===== src/logic/uartPkg.sv =====
// uart frame constants and types shared by the echo rtl and its testbench, import with uartPkg::*
package uartPkg;

  // ------------------------------------------------------------------
  // baud timing
  // ------------------------------------------------------------------
  localparam int ClkPerTick  = 16;  // 29.49 MHz / 16 = 1.8432 MHz tick
  localparam int TicksPerBit = 16;  // 16x oversampling, 256 clk per bit

  // tick phase inside a slot where each side acts
  localparam int TxStrobePhase = 0;  // tx drives line at slot start
  localparam int RxStrobePhase = 6;  // plus 2 ticks of edge detect ~ mid-bit

  // ------------------------------------------------------------------
  // frame layout, 8N1
  // ------------------------------------------------------------------
  // slot 0 start, slots 1..8 data lsb first, slot 9 stop
  localparam int StopSlot   = 9;
  localparam int FrameSlots = 10;

  typedef logic [7:0] uartByte;   // one data byte
  typedef logic [3:0] bitSlot;    // slot index 0..9
  typedef logic [3:0] tickPhase;  // tick within a slot 0..15

  // echo controller states
  typedef enum logic [1:0] {
    Idle   = 2'd0,  // nothing held
    Held   = 2'd1,  // byte waiting for tx to free up
    Launch = 2'd2   // txStart pulse cycle
  } echoState;

endpackage

===== src/logic/uartEcho.sv =====
// top level of the serial echo port, every good byte on rxd is sent back on txd
`timescale 1ns/100ps

module uartEcho (
  input  logic clk_29_pll,  // 29.49 MHz
  input  logic reset,       // sync, active low
  input  logic rxd,         // serial in, 115200 8N1
  output logic txd          // serial out, echo
);
  import uartPkg::*;

  logic    tick;     // 16x baud enable
  uartByte rxData;
  logic    rxValid;
  uartByte txData;
  logic    txStart;
  logic    txBusy;

  // ------------------------------------------------------------------
  // baud tick
  // ------------------------------------------------------------------
  baudTickGen i_tickGen (
    .clk_29_pll (clk_29_pll),
    .reset      (reset),
    .tick       (tick)
  );

  // ------------------------------------------------------------------
  // receive -> hold -> transmit
  // ------------------------------------------------------------------
  uartReceiver i_rx (
    .clk_29_pll (clk_29_pll),
    .reset      (reset),
    .tick       (tick),
    .rxd        (rxd),
    .rxData     (rxData),
    .rxValid    (rxValid)
  );

  echoController i_ctrl (
    .clk_29_pll (clk_29_pll),
    .reset      (reset),
    .rxValid    (rxValid),
    .rxData     (rxData),
    .txBusy     (txBusy),
    .txData     (txData),
    .txStart    (txStart)
  );

  uartTransmitter i_tx (
    .clk_29_pll (clk_29_pll),
    .reset      (reset),
    .tick       (tick),
    .txData     (txData),
    .txStart    (txStart),
    .txd        (txd),
    .txBusy     (txBusy)
  );

endmodule


===== src/logic/echoController.sv =====
// echo FSM, holds one received byte until the transmitter is free and then launches it
`timescale 1ns/100ps

module echoController (
  input  logic             clk_29_pll,
  input  logic             reset,
  input  logic             rxValid,  // one cycle, rxData valid
  input  uartPkg::uartByte rxData,
  input  logic             txBusy,
  output uartPkg::uartByte txData,   // held byte
  output logic             txStart   // one cycle launch pulse
);
  import uartPkg::*;

  echoState state;

  // ------------------------------------------------------------------
  // byte holding register
  // ------------------------------------------------------------------
  // a byte arriving before launch simply overwrites (overrun)
  always_ff @(posedge clk_29_pll) begin
    if (rxValid) begin
      txData <= rxData;
    end
  end

  // ------------------------------------------------------------------
  // state machine
  // ------------------------------------------------------------------
  always_ff @(posedge clk_29_pll) begin
    if (!reset) begin
      state <= Idle;
    end else begin
      case (state)
        Idle: begin
          if (rxValid) begin
            // go straight out if tx is free
            if (txBusy) begin
              state <= Held;
            end else begin
              state <= Launch;
            end
          end
        end
        Held: begin
          if (!txBusy) begin
            state <= Launch;  // one cycle after busy falls
          end
        end
        Launch: begin
          // tx goes busy next cycle, so a new byte must wait
          if (rxValid) begin
            state <= Held;
          end else begin
            state <= Idle;
          end
        end
        default: begin
          state <= Idle;
        end
      endcase
    end
  end

  // pulse only exists in Launch, tx is idle there by construction
  assign txStart = (state == Launch);

endmodule


===== src/logic/uartReceiver.sv =====
// 8N1 receiver, finds the start edge on rxd, samples the data bits and checks the stop bit
`timescale 1ns/100ps

module uartReceiver (
  input  logic             clk_29_pll,
  input  logic             reset,
  input  logic             tick,
  input  logic             rxd,      // async serial line
  output uartPkg::uartByte rxData,   // valid while rxValid
  output logic             rxValid   // one cycle per good frame
);
  import uartPkg::*;

  logic [3:0] rxSamples;  // tick-rate samples, [3] oldest
  logic       lineBit;    // latest sample
  logic       startEdge;
  logic       running;
  logic       strobe;
  bitSlot     slot;
  logic       dataSlot;
  logic       stopSlot;
  uartByte    rxHold;     // assembles data bits

  // ------------------------------------------------------------------
  // line sampling and start detect
  // ------------------------------------------------------------------
  // preset to idle-high so reset release can't look like an edge
  always_ff @(posedge clk_29_pll) begin
    if (!reset) begin
      rxSamples <= 4'hF;
    end else if (tick) begin
      rxSamples <= {rxSamples[2:0], rxd};
    end
  end

  assign lineBit = rxSamples[0];

  // two high then two low, ignored mid-frame
  assign startEdge = ~running & rxSamples[3] & rxSamples[2] & ~rxSamples[1] & ~rxSamples[0];

  uartBitTimer #(
    .StrobePhase (tickPhase'(RxStrobePhase))
  ) i_rxTimer (
    .clk_29_pll (clk_29_pll),
    .reset      (reset),
    .tick       (tick),
    .start      (startEdge),
    .slot       (slot),
    .strobe     (strobe),
    .frameDone  (),
    .running    (running)
  );

  assign dataSlot = (slot != '0) && (slot < bitSlot'(StopSlot));
  assign stopSlot = (slot == bitSlot'(StopSlot));

  // ------------------------------------------------------------------
  // data capture
  // ------------------------------------------------------------------
  // lsb arrives first, so shift in from the top
  always_ff @(posedge clk_29_pll) begin
    if (strobe && dataSlot) begin
      rxHold <= {lineBit, rxHold[7:1]};
    end
  end

  // publish on stop strobe, framing error drops the byte
  always_ff @(posedge clk_29_pll) begin
    if (strobe && stopSlot && lineBit) begin
      rxData <= rxHold;
    end
  end

  always_ff @(posedge clk_29_pll) begin
    if (!reset) begin
      rxValid <= 1'b0;
    end else begin
      rxValid <= strobe & stopSlot & lineBit;  // stop bit must read high
    end
  end

endmodule


===== src/logic/uartTransmitter.sv =====
// 8N1 transmitter, latches a byte on txStart and shifts start, data and stop bits onto txd
`timescale 1ns/100ps

module uartTransmitter (
  input  logic             clk_29_pll,
  input  logic             reset,
  input  logic             tick,
  input  uartPkg::uartByte txData,
  input  logic             txStart,  // one cycle, only while !txBusy
  output logic             txd,      // serial line, idles high
  output logic             txBusy
);
  import uartPkg::*;

  bitSlot  slot;
  logic    strobe;
  logic    frameDone;
  logic    dataSlot;  // slots 1..8 carry data
  uartByte txShift;   // byte being sent, lsb out first

  uartBitTimer #(
    .StrobePhase (tickPhase'(TxStrobePhase))
  ) i_txTimer (
    .clk_29_pll (clk_29_pll),
    .reset      (reset),
    .tick       (tick),
    .start      (txStart),
    .slot       (slot),
    .strobe     (strobe),
    .frameDone  (frameDone),
    .running    ()
  );

  assign dataSlot = (slot != '0) && (slot < bitSlot'(StopSlot));

  // payload shifter
  always_ff @(posedge clk_29_pll) begin
    if (txStart) begin
      txShift <= txData;  // latch
    end else if (strobe && dataSlot) begin
      txShift <= txShift >> 1;  // next data bit into bit 0
    end
  end

  // ------------------------------------------------------------------
  // line driver and busy flag
  // ------------------------------------------------------------------
  always_ff @(posedge clk_29_pll) begin
    if (!reset) begin
      txd    <= 1'b1;
      txBusy <= 1'b0;
    end else begin
      if (txStart) begin
        txBusy <= 1'b1;
      end else if (frameDone) begin
        txBusy <= 1'b0;  // drops the cycle after stop slot ends
      end
      if (strobe) begin
        if (slot == '0) begin
          txd <= 1'b0;          // start bit
        end else if (dataSlot) begin
          txd <= txShift[0];
        end else begin
          txd <= 1'b1;          // stop bit, then idle
        end
      end
    end
  end

endmodule


===== src/logic/uartBitTimer.sv =====
// frame timer that counts baud ticks into bit slots and phases, one per tx and rx side
`timescale 1ns/100ps

module uartBitTimer #(
  parameter uartPkg::tickPhase StrobePhase = '0   // phase that fires strobe
) (
  input  logic            clk_29_pll,
  input  logic            reset,
  input  logic            tick,       // 16x baud enable
  input  logic            start,      // begin a frame at slot 0
  output uartPkg::bitSlot slot,       // current slot
  output logic            strobe,     // one tick per slot at StrobePhase
  output logic            frameDone,  // last tick of the stop slot
  output logic            running
);
  import uartPkg::*;

  tickPhase phase;     // tick count inside the slot
  logic     lastTick;  // final tick of current slot

  assign lastTick  = (phase == tickPhase'(TicksPerBit - 1));
  assign strobe    = running & tick & (phase == StrobePhase);
  assign frameDone = running & tick & lastTick & (slot == bitSlot'(FrameSlots - 1));

  // ------------------------------------------------------------------
  // slot / phase counters, frozen while idle
  // ------------------------------------------------------------------
  always_ff @(posedge clk_29_pll) begin
    if (!reset) begin
      running <= 1'b0;
      slot    <= '0;
      phase   <= '0;
    end else if (start) begin
      running <= 1'b1;  // restart from the top
      slot    <= '0;
      phase   <= '0;
    end else if (running && tick) begin
      if (frameDone) begin
        // end of stop slot, park at zero
        running <= 1'b0;
        slot    <= '0;
        phase   <= '0;
      end else if (lastTick) begin
        slot  <= slot + 1'b1;  // next bit slot
        phase <= '0;
      end else begin
        phase <= phase + 1'b1;
      end
    end
  end

endmodule


===== src/logic/baudTickGen.sv =====
// divides clk_29_pll into the one-cycle 16x baud tick enable used by both bit timers
`timescale 1ns/100ps

module baudTickGen (
  input  logic clk_29_pll,
  input  logic reset,
  output logic tick         // one cycle high every ClkPerTick clocks
);
  import uartPkg::*;

  logic [$clog2(ClkPerTick)-1:0] divCount;  // free running divider

  // registered tick, high in the cycle after the divider wraps
  always_ff @(posedge clk_29_pll) begin
    if (!reset) begin
      divCount <= '0;
      tick     <= 1'b0;
    end else begin
      divCount <= divCount + 1'b1;  // wraps naturally at ClkPerTick
      // fire once per wrap
      if (divCount == ($clog2(ClkPerTick))'(ClkPerTick - 1)) begin
        tick <= 1'b1;
      end else begin
        tick <= 1'b0;
      end
    end
  end

endmodule


===== config.mk =====
export PLATFORM = sky130hd
export DESIGN_NAME = uartEcho
export DESIGN_NICKNAME = d
export VERILOG_FILES = /design/src/logic/uartPkg.sv /design/src/logic/uartEcho.sv /design/src/logic/echoController.sv /design/src/logic/uartReceiver.sv /design/src/logic/uartTransmitter.sv /design/src/logic/uartBitTimer.sv /design/src/logic/baudTickGen.sv
export SDC_FILE = /design/constraint.sdc
export NUM_CORES = 1
export LEC_CHECK = 0
export BUFFER_PORTS_ARGS = -buffer_cell sky130_fd_sc_hd__buf_4
export CAP_MARGIN = 20
export CELL_PAD_IN_SITES_DETAIL_PLACEMENT = 1
export CELL_PAD_IN_SITES_GLOBAL_PLACEMENT = 2
export CORE_MARGIN = 2
export CORE_UTILIZATION = 45
export DETAILED_ROUTE_END_ITERATION = 10
export GPL_TIMING_DRIVEN = 0
export PLACE_DENSITY_LB_ADDON = 0.1
export SLEW_MARGIN = 10
export SYNTH_ARGS = -nofsm -noshare
export SYNTH_HDL_FRONTEND = slang
export SYNTH_SLANG_ARGS = --single-unit

===== constraint.sdc =====
create_clock -name clk_29_pll -period 4.3 [get_ports clk_29_pll]
set_clock_uncertainty 0.05 [all_clocks]
set_input_delay 0.86 -clock clk_29_pll [delete_from_list [all_inputs] [get_ports clk_29_pll]]
set_output_delay 0.86 -clock clk_29_pll [all_outputs]
set_load 0.02 [all_outputs]

; ---- Word-level counts from Yosys, hierarchy flattened
; Cells that the tools add are included.
[totals]
regBits = 64
inputBits = 3
out_inout_bits = 1
wordCells = 104
[op_classes]
n_addsub = 5
magnitude_cmp = 2
eq_ne = 10
muxes = 25
bitwise = 18
reduce_logical = 27
[op_table]
columns = cell, count
row1 = 4-bit 2-to-1 mux, 8
row2 = 4-bit by 1-bit adder with 4-bit output (second input constant), 5
row3 = 4-bit == test (second input constant), 5
row4 = 8-bit 2-to-1 mux, 2
row5 = 1-bit bitwise AND, 14
row6 = 2-bit nonzero test, 7
row7 = 1-bit 2-to-1 mux, 11
row8 = 2-bit AND reduction, 5
row9 = 1-bit logical AND, 8
row10 = 4-bit logical NOT, 2
row11 = 4-bit less-than comparator (second input constant), 2
row12 = 4-bit nonzero test, 2
row13 = 2-bit 2-to-1 mux, 3
row14 = 2-bit one-hot mux with 3 select lines, 1
row15 = 4-bit by 3-bit == test with 1-bit output (second input constant), 1
row16 = 2-bit inequality test (second input constant), 2
row17 = 1-bit NOT, 4
row18 = 2-bit OR reduction, 2
row19 = 2-bit by 1-bit == test with 1-bit output (second input constant), 1
row20 = 2-bit == test (second input constant), 1
row21 = 2-bit logical NOT, 1

; ---- Logic depth before layout (Yosys ltp)
; Gate-level depths: netlist (run 1).
[depth]
ltp_word = 7
depth_mapped = 5
mapped_depth_nobuf = 5

; ---- By module
; From an unflattened synthesis (run 1), not the netlist that was laid out.
[hier_totals]
cells_unflattened = 209
area_unflattened_um2 = 2595.0
[modules_own_cells]
columns = mod, instances, cells_per_inst, area_each_um2, seq_area_each_um2
row1 = uartReceiver, 1, 38, 690.7, 580.6
row2 = uartBitTimer (i_tx.i_txTimer), 1, 57, 491.7, 180.2
row3 = uartBitTimer (i_rx.i_rxTimer), 1, 56, 489.2, 180.2
row4 = uartTransmitter, 1, 28, 435.4, 280.3
row5 = echoController, 1, 15, 312.8, 280.3
row6 = baudTickGen, 1, 15, 175.2, 100.1

; ---- Least setup slack after synthesis (run 1)
; No wires, ideal clock.
[synth_timing]
kind = reg-to-reg
start = reg i_tx.i_txTimer.phase[0]
end = reg i_tx.txShift[0], enable pin
setup_ns = 0.384
arrival_time_ns = 1.685
t_required_ns = 3.866
setup_slack_ns = 2.181
stages_incl_launch_ff = 6
path_buffers = 0
period_less_slack_ns = 2.119
cell_sequence = dfxtp_1 > inv_1 > ha_1 > inv_1 > or4_4 > o21ai_0
[synth_via]
elab_chain_cells = 4
[synth_lines]
columns = item, line
row1 = start: declaration, uartBitTimer.sv:18  ; tickPhase phase;
row2 = start signal: assignment, uartBitTimer.sv:47  ; phase <= phase + 1'b1;
row3 = 4-bit logical NOT, uartBitTimer.sv:22  ; assign strobe = running & tick & (phase == StrobePhase);
row4 = 1-bit bitwise AND, uartBitTimer.sv:22
row5 = 1-bit logical AND, uartTransmitter.sv:40  ; end else if (strobe && dataSlot) begin
row6 = 2-bit nonzero test (no source line), -
row7 = end signal: assignment, uartTransmitter.sv:39  ; txShift <= txData;
row8 = end signal: assignment, uartTransmitter.sv:41  ; txShift <= txShift >> 1;
row9 = end: declaration, uartTransmitter.sv:19  ; uartByte txShift;
; Every way passes these cells.
; A chain may end at the register's enable or synchronous reset.

; ---- Worst setup path after layout (run 1)
[layout_timing]
start = reg i_tx.i_txTimer.phase[0]
end = reg i_tx.txShift[1], enable pin
; The elaborated chain is that of the path after synthesis.

==> results.rst, run 1 <==
.. list-table::
   :header-rows: 1

   * - Metric
     - Value
   * - Cell types occupying the most area after synthesis
     - edfxtp_1 36%, dfxtp_1 24%, ha_1 5.7%
   * - Source-to-sink clock delay at the later pin of the worst-skew pair
     - 0.33 ns
   * - Routed via count
     - 1745
   * - Final non-filler cell total
     - between 300 and 400
   * - Post-cts hold buffer count
     - 0
   * - Buffers on Ports
     - 3
   * - WP buf/inv
     - 3
   * - Kind of critical path
     - reg -> reg
   * - First-pass GRT wire length
     - between 9000 and 10000 um
   * - CP endpoint kind
     - flop
   * - Die height
     - 80.7 um
   * - Share of flip-flops with an asynchronous set or reset
     - 0
   * - Detailed-router iteration count before antenna repair
     - 4
   * - Data arrival time of the critical path
     - 2.13 ns
   * - Post-synthesis cell area
     - 0.00265 sq mm
   * - Part of the Yosys area used for sequential elements
     - 0.605
   * - Total of flip-flops plus latches after synthesis
     - 64
   * - Final setup viols
     - 0
   * - Max-Slew Margin vs Limit
     - 0.355
   * - Worst-case vdd ir drop
     - approximately 0.16 mV
   * - Worst slack on hold paths
     - ~0.38 ns
   * - Slowest stage delay, CP
     - 0.49 ns
   * - RSZ-0062 raised after global routing
     - false
   * - Number of CTS-inserted buffers
     - 9
   * - Category of cells accounting for the largest share of critical-path delay
     - simple AND/OR/NAND/NOR gates
   * - Number of max-slew violations in the final report
     - 0
   * - Clock tree from TritonCTS
     - built
   * - Diode count
     - 0
   * - Detailed-route wire length per cell
     - 16.0 um
   * - Crit path cell chain
     - inv_1, ha_1, inv_1, or4_4, o21ai_0, buf_2
   * - Layout cells sized above 1
     - 0.120
   * - Total global routing overflow
     - 0
   * - Floorplan die width
     - around 80 um
   * - Commonest cells after routing, fill and taps aside
     - 32 x dfxtp_1, 32 x edfxtp_1, 30 x nand2_1, 12 x ha_1
   * - Worst-Margin Slew
     - between 0.9 and 1 ns
   * - Initial Utilization
     - 0.472
   * - Number of filler instances in the final layout
     - 608
   * - Worst Path Required
     - roughly 4.3 ns
   * - Vias per Instance
     - 5.42
   * - Hold Crit Depth
     - 0
   * - Max cap viols
     - 0
   * - Number of clock sinks
     - 64
   * - Count of mapped cells out of synthesis
     - 230
   * - Result of the run
     - finished, final reports clean
   * - Core footprint
     - 0.00561 sq mm
   * - # IOs
     - 4
   * - Post-Syn Nets
     - 245
   * - Maximum number of pins on one net before global-route repair
     - 13
   * - Placed instance area
     - 0.00276 sq mm
   * - Aggregate routed wire length
     - 5150 um
   * - Post-CTS setup buffers
     - 0
   * - Total power divided by cell area
     - 423 mW/mm^2
   * - Clock-pin slew on the worst setup and hold paths
     - 0.07 ns
   * - Yosys warns
     - 0
   * - Standard cell with the maximum stage delay on the critical path
     - or4_4
   * - Cell taking the most area after synthesis
     - edfxtp_1
   * - Peak fanout along the critical path
     - 6
   * - Maximum level of the CTS H-tree
     - 3
   * - Final critical path time including I/O delays and setup
     - between 2 and 2.5 ns
   * - CTS-repair resized insts
     - 0
   * - Leak pwr
     - 1.06 nW
   * - Vias in the first global route
     - 1872
   * - Rows
     - 27
   * - Most frequent cell on the critical path
     - inv_1
   * - Weighted congestion reported at the end of routability-driven placement
     - 0.743
   * - Total global routing track utilization
     - 0.186
   * - DRC violation count after routing
     - 0
   * - Syn avg cell area
     - 11.5 sq um
   * - Clock tree root buffer cell
     - clkbuf_8
   * - Worst Reg-to-Reg Cells
     - 6
   * - Top cell type's share of synthesized area
     - 0.363
   * - Post-detail-place hpwl
     - 3600 um
   * - Iteration-0 DRC Markers
     - 80
   * - Critical Path Start Type
     - flop
   * - Net count of the finished layout
     - 260
   * - Type of the worst min-delay path
     - reg -> reg
   * - Top achievable clock speed
     - 467 MHz
   * - Maximum count of clock buffers along a single path
     - 2
   * - Die outline area
     - 0.00652 sq mm
   * - Post-route total power
     - ~0.0013 W
   * - Area added between synthesis and finish
     - 13.7%
   * - Number of antenna violations at the first check in global routing
     - 0
   * - Area of all placed cells without fillers
     - between 0.003 and 0.004 sq mm
   * - Final Hold Fails
     - 0
   * - Primary flip-flop cell chosen by synthesis mapping
     - edfxtp_1
   * - Cells after DPL
     - between 300 and 400
   * - Distinct cells, synth
     - 44
   * - Fin crit share
     - 0.498
   * - Number of logic stages on the critical path including buffering
     - 6
   * - DRT antenna net count
     - 0
   * - EDFF count, synth
     - 32
   * - Total negative setup slack
     - 0 ns
power breakdown:
group | internal (W) | total (W) | switching (W)
sequential | 0.000636 | 0.000638 | 0.00000180
combinational | 0.00000463 | 0.0000120 | 0.00000738
clock | 0.000386 | 0.000625 | 0.000239
registers in the layout (all words and copies together) (netlist names):
signal,cells
i_tx.txBusy,1
i_ctrl.state,2
i_rx.i_rxTimer.slot,4
i_rx.i_rxTimer.phase,4
i_ctrl.txData,8
i_tx.i_txTimer.slot,4
i_rx.rxValid,1
i_tickGen.tick,1
i_tx.txd,1
i_rx.rxData,8
i_tx.i_txTimer.phase,4
i_tx.txShift,8
i_rx.rxHold,8
i_tx.i_txTimer.running,1
i_rx.i_rxTimer.running,1
i_tickGen.divCount,4
i_rx.rxSamples,4
through the flow:
stage,worst slack (ns),utilization
global placement,1.92,0.492
finish,2.16,0.537
floorplan,2.18,-
detailed placement,1.86,0.492
CTS,1.84,0.536
global route,2.04,0.537
Yosys cell counts, types with 4 or more instances:
| cell type | count |
|---|---|
| nor3_1 | 5 |
| ha_1 | 12 |
| a211oi_1 | 5 |
| nand3_1 | 10 |
| nand2_1 | 30 |
| edfxtp_1 | 32 |
| dfxtp_1 | 32 |
| nor2_1 | 7 |
| a21oi_1 | 11 |
| and3_1 | 4 |
| inv_1 | 10 |
| and2_1 | 4 |
| clkbuf_1 | 5 |
| o21ai_0 | 11 |
| mux2i_1 | 6 |
final timing paths:
path                      end                    start  slack [ns]
max           i_tx.txShift[1]  i_tx.i_txTimer.phase[0]        2.16
min          i_ctrl.txData[4]           i_rx.rxData[4]        0.38
max reg2reg   i_tx.txShift[1]  i_tx.i_txTimer.phase[0]        2.16
min reg2reg  i_ctrl.txData[4]           i_rx.rxData[4]        0.38
routing by layer:
layer | track usage | part of all wire | up-vias
met2 | 0.330 | 0.52 | 11
met5 | 0 | 0 | -
met4 | 0.0864 | 0.017 | 0
met3 | 0.0337 | 0.018 | 10
li1 | - | - | 864
met1 | 0.217 | 0.44 | 860
cell type report:
| type | instances | area (sq um) | area share |
|---|---|---|---|
| Buffer | 7 | 41.3 | 0.0137 |
| Clock buffer | 9 | 124 | 0.0411 |
| Clock inverter | 7 | 120 | 0.0399 |
| Inverter | 10 | 37.5 | 0.0125 |
| Multi-Input combinational cell | 149 | 968 | 0.322 |
| Sequential cell | 64 | 1600 | 0.532 |
| Tap cell | 72 | 90.1 | 0.0299 |
| Timing Repair Buffer | 4 | 27.5 | 0.00914 |
worst reg2reg max path, stage by stage, from the launching register on:
cell     delay (ns)
dfxtp_1        0.34
inv_1          0.10
ha_1           0.16
inv_1          0.05
or4_4          0.49
o21ai_0        0.38
buf_2          0.27
kinds of logic (layout without fill, tap and decap cells):
group	count (synthesis)	in the layout	synth area share
xor gates and xnor gates	6	6	0.0198
DFF	64	64	0.605
muxes	6	6	0.0227
AOI/OAI and AO/OA	37	37	0.0850
and+or+nand+nor	88	88	0.181
adders and majority gates	12	12	0.0567
buffers and inverters	17	37	0.0298
Power figures use the tool's default switching activity.
==> run 2, diff against run 1 <==
--- a/config.mk
+++ b/config.mk
@@ -10,7 +10,7 @@
 export CELL_PAD_IN_SITES_DETAIL_PLACEMENT = 1
 export CELL_PAD_IN_SITES_GLOBAL_PLACEMENT = 2
 export CORE_MARGIN = 2
-export CORE_UTILIZATION = 45
+export CORE_UTILIZATION = 38
 export DETAILED_ROUTE_END_ITERATION = 10
 export GPL_TIMING_DRIVEN = 0
 export PLACE_DENSITY_LB_ADDON = 0.1
==> constraint.sdc (replaced) <==
create_clock -name clk_29_pll -period 1.9 [get_ports clk_29_pll]
set_clock_uncertainty 0.05 [all_clocks]
set_input_delay 0.38 -clock clk_29_pll [delete_from_list [all_inputs] [get_ports clk_29_pll]]
set_output_delay 0.38 -clock clk_29_pll [all_outputs]
set_load 0.02 [all_outputs]
==> run 2 against run 1 <==
  * Total power up 100%
  * Via count shrank 0.17%
  * Routed wire length grew 0.12%
  * Global-route usage fell by 3.2 points
  * Final area decreased by 1.2%
  * Clock power is 79% higher
  * Maximum frequency grew 18%
  * Highest routed layer unchanged
==> results.rst, run 2 (same netlist as run 1, synthesis figures left out) <==
.. list-table::
   :header-rows: 1

   * - Metric
     - Value
   * - Die height
     - 87.5 um
   * - RSZ-0062 raised after global routing
     - false
   * - Buffers on Ports
     - 3
   * - Final Hold Fails
     - 0
   * - Clock-pin slew on the worst setup and hold paths
     - 0.07 ns
   * - Post-route total power
     - 0.00259 W
   * - Final critical path time including I/O delays and setup
     - 1.82 ns
   * - Max cap viols
     - 0
   * - Clock tree root buffer cell
     - clkbuf_8
   * - WP buf/inv
     - 1
   * - DRT antenna net count
     - 0
   * - Crit path cell chain
     - buf_6, nand3_1, nor3b_1, and3_2
   * - # IOs
     - 4
   * - Peak fanout along the critical path
     - 10
   * - Post-detail-place hpwl
     - 3750 um
   * - Die outline area
     - 0.00765 sq mm
   * - Maximum number of pins on one net before global-route repair
     - 12
   * - Commonest cells after routing, fill and taps aside
     - 32 x dfxtp_1, 32 x edfxtp_1, 30 x nand2_1, 12 x ha_1, 11 x a21oi_1
   * - Standard cell with the maximum stage delay on the critical path
     - nor3b_1
   * - Final setup viols
     - 0
   * - Weighted congestion reported at the end of routability-driven placement
     - 0.787
   * - Fin crit share
     - 0.960
   * - Number of CTS-inserted buffers
     - 9
   * - Detailed-router iteration count before antenna repair
     - 4
   * - Critical Path Start Type
     - flop
   * - Result of the run
     - finished, final reports clean
   * - Iteration-0 DRC Markers
     - 39
   * - Kind of critical path
     - reg -> reg
   * - Max-Slew Margin vs Limit
     - 0.392
   * - Vias in the first global route
     - around 1800
   * - Routed via count
     - 1742
   * - Initial Utilization
     - 0.392
   * - Top achievable clock speed
     - 548 MHz
   * - Number of clock sinks
     - between 60 and 70
   * - First-pass GRT wire length
     - 8740 um
   * - Net count of the finished layout
     - 259
   * - Number of antenna violations at the first check in global routing
     - 0
   * - Leak pwr
     - 1.03 nW
   * - Maximum count of clock buffers along a single path
     - 2
   * - Number of max-slew violations in the final report
     - 0
   * - Diode count
     - 0
   * - Maximum level of the CTS H-tree
     - 3
   * - Slowest stage delay, CP
     - ~0.45 ns
   * - Detailed-route wire length per cell
     - 15.7 um
   * - Aggregate routed wire length
     - 5160 um
   * - Type of the worst min-delay path
     - in -> reg
   * - Layout cells sized above 1
     - 0.124
   * - Total global routing overflow
     - 0
   * - Final non-filler cell total
     - between 300 and 400
   * - Post-CTS setup buffers
     - 0
   * - Clock tree from TritonCTS
     - built
   * - CP endpoint kind
     - flop
   * - Area added between synthesis and finish
     - 12.2%
   * - Worst-Margin Slew
     - 0.904 ns
   * - DRC violation count after routing
     - 0
   * - Source-to-sink clock delay at the later pin of the worst-skew pair
     - about 0.34 ns
   * - Cells after DPL
     - around 310
   * - Data arrival time of the critical path
     - 1.80 ns
   * - Category of cells accounting for the largest share of critical-path delay
     - simple AND/OR/NAND/NOR gates
   * - Total power divided by cell area
     - a little under 900 mW/mm^2
   * - Total global routing track utilization
     - 0.154
   * - Floorplan die width
     - 87.5 um
   * - Vias per Instance
     - 5.29
   * - Rows
     - 30
   * - Worst-case vdd ir drop
     - between 0.2 and 0.3 mV
   * - Core footprint
     - 0.00676 sq mm
   * - Worst Path Required
     - 1.88 ns
[run 2: what timing repair did]
| action | 4_1_cts | 5_1_grt |
|---|---|---|
| hold buffers | 0 | 0 |
| pin swaps | 0 | 1 |
| resized for setup | 3 | 1 |
| endpoints found under the setup margin | 16 | 16 |
[run 2: routing by layer]
metal	GRT usage	up-vias	part of all wire
met4	0.0825	0	0.026
met5	0	-	0
li1	-	858	-
met1	0.177	856	0.44
met3	0.0445	13	0.024
met2	0.256	15	0.51
[run 2: layout make-up]
class / instances / area [sq um]
clock buffer: 10 / 128
timing repair buffer: 3 / 22.5
clock inverter: 6 / 60.1
buffer: 7 / 41.3
tap: 80 / 100
sequential: 64 / 1600
inverter: 10 / 37.5
fill: 722 / 3780
multi-input combinational: 149 / 982
[run 2: worst paths after layout]
path / start / endpoint / slack, ns / cells after the start
max reg2reg: i_tickGen.tick / i_rx.rxData[4] / 0.08 / 4
max: i_tickGen.tick / i_rx.rxData[4] / 0.08 / 4
min: rxd / i_rx.rxSamples[0] / 0.22 / 3
min reg2reg: i_rx.rxData[4] / i_ctrl.txData[4] / 0.37 / 0
[run 2: power breakdown]
group / internal [W] / switching [W] / total, W
logic: 0.0000107 / 0.0000175 / 0.0000282
registers: 0.00144 / 0.00000375 / 0.00144
clock network: 0.000599 / 0.000522 / 0.00112
total: 0.00205 / 0.000544 / 0.00259
[run 2: worst min-delay path: stages]
cell and delay, ns:
buf_4 0.08, mux2i_1 0.05, nand2_1 0.06
[run 2: through the flow]
step                      setup WS [ns]  hold WS, ns  setup TNS (ns)   util  instance area [sq um]
after CTS                        0.0132        0.207               0  0.440                   2970
after detailed placement         -0.234        0.356           -1.92  0.410                   2770
after floorplan                 0.00161        0.350               0      -                   2650
final                            0.0763        0.217               0  0.440                   2970
after global routing            0.00942        0.227               0  0.440                   2970
after global placement           -0.189        0.353           -1.51  0.410                   2770
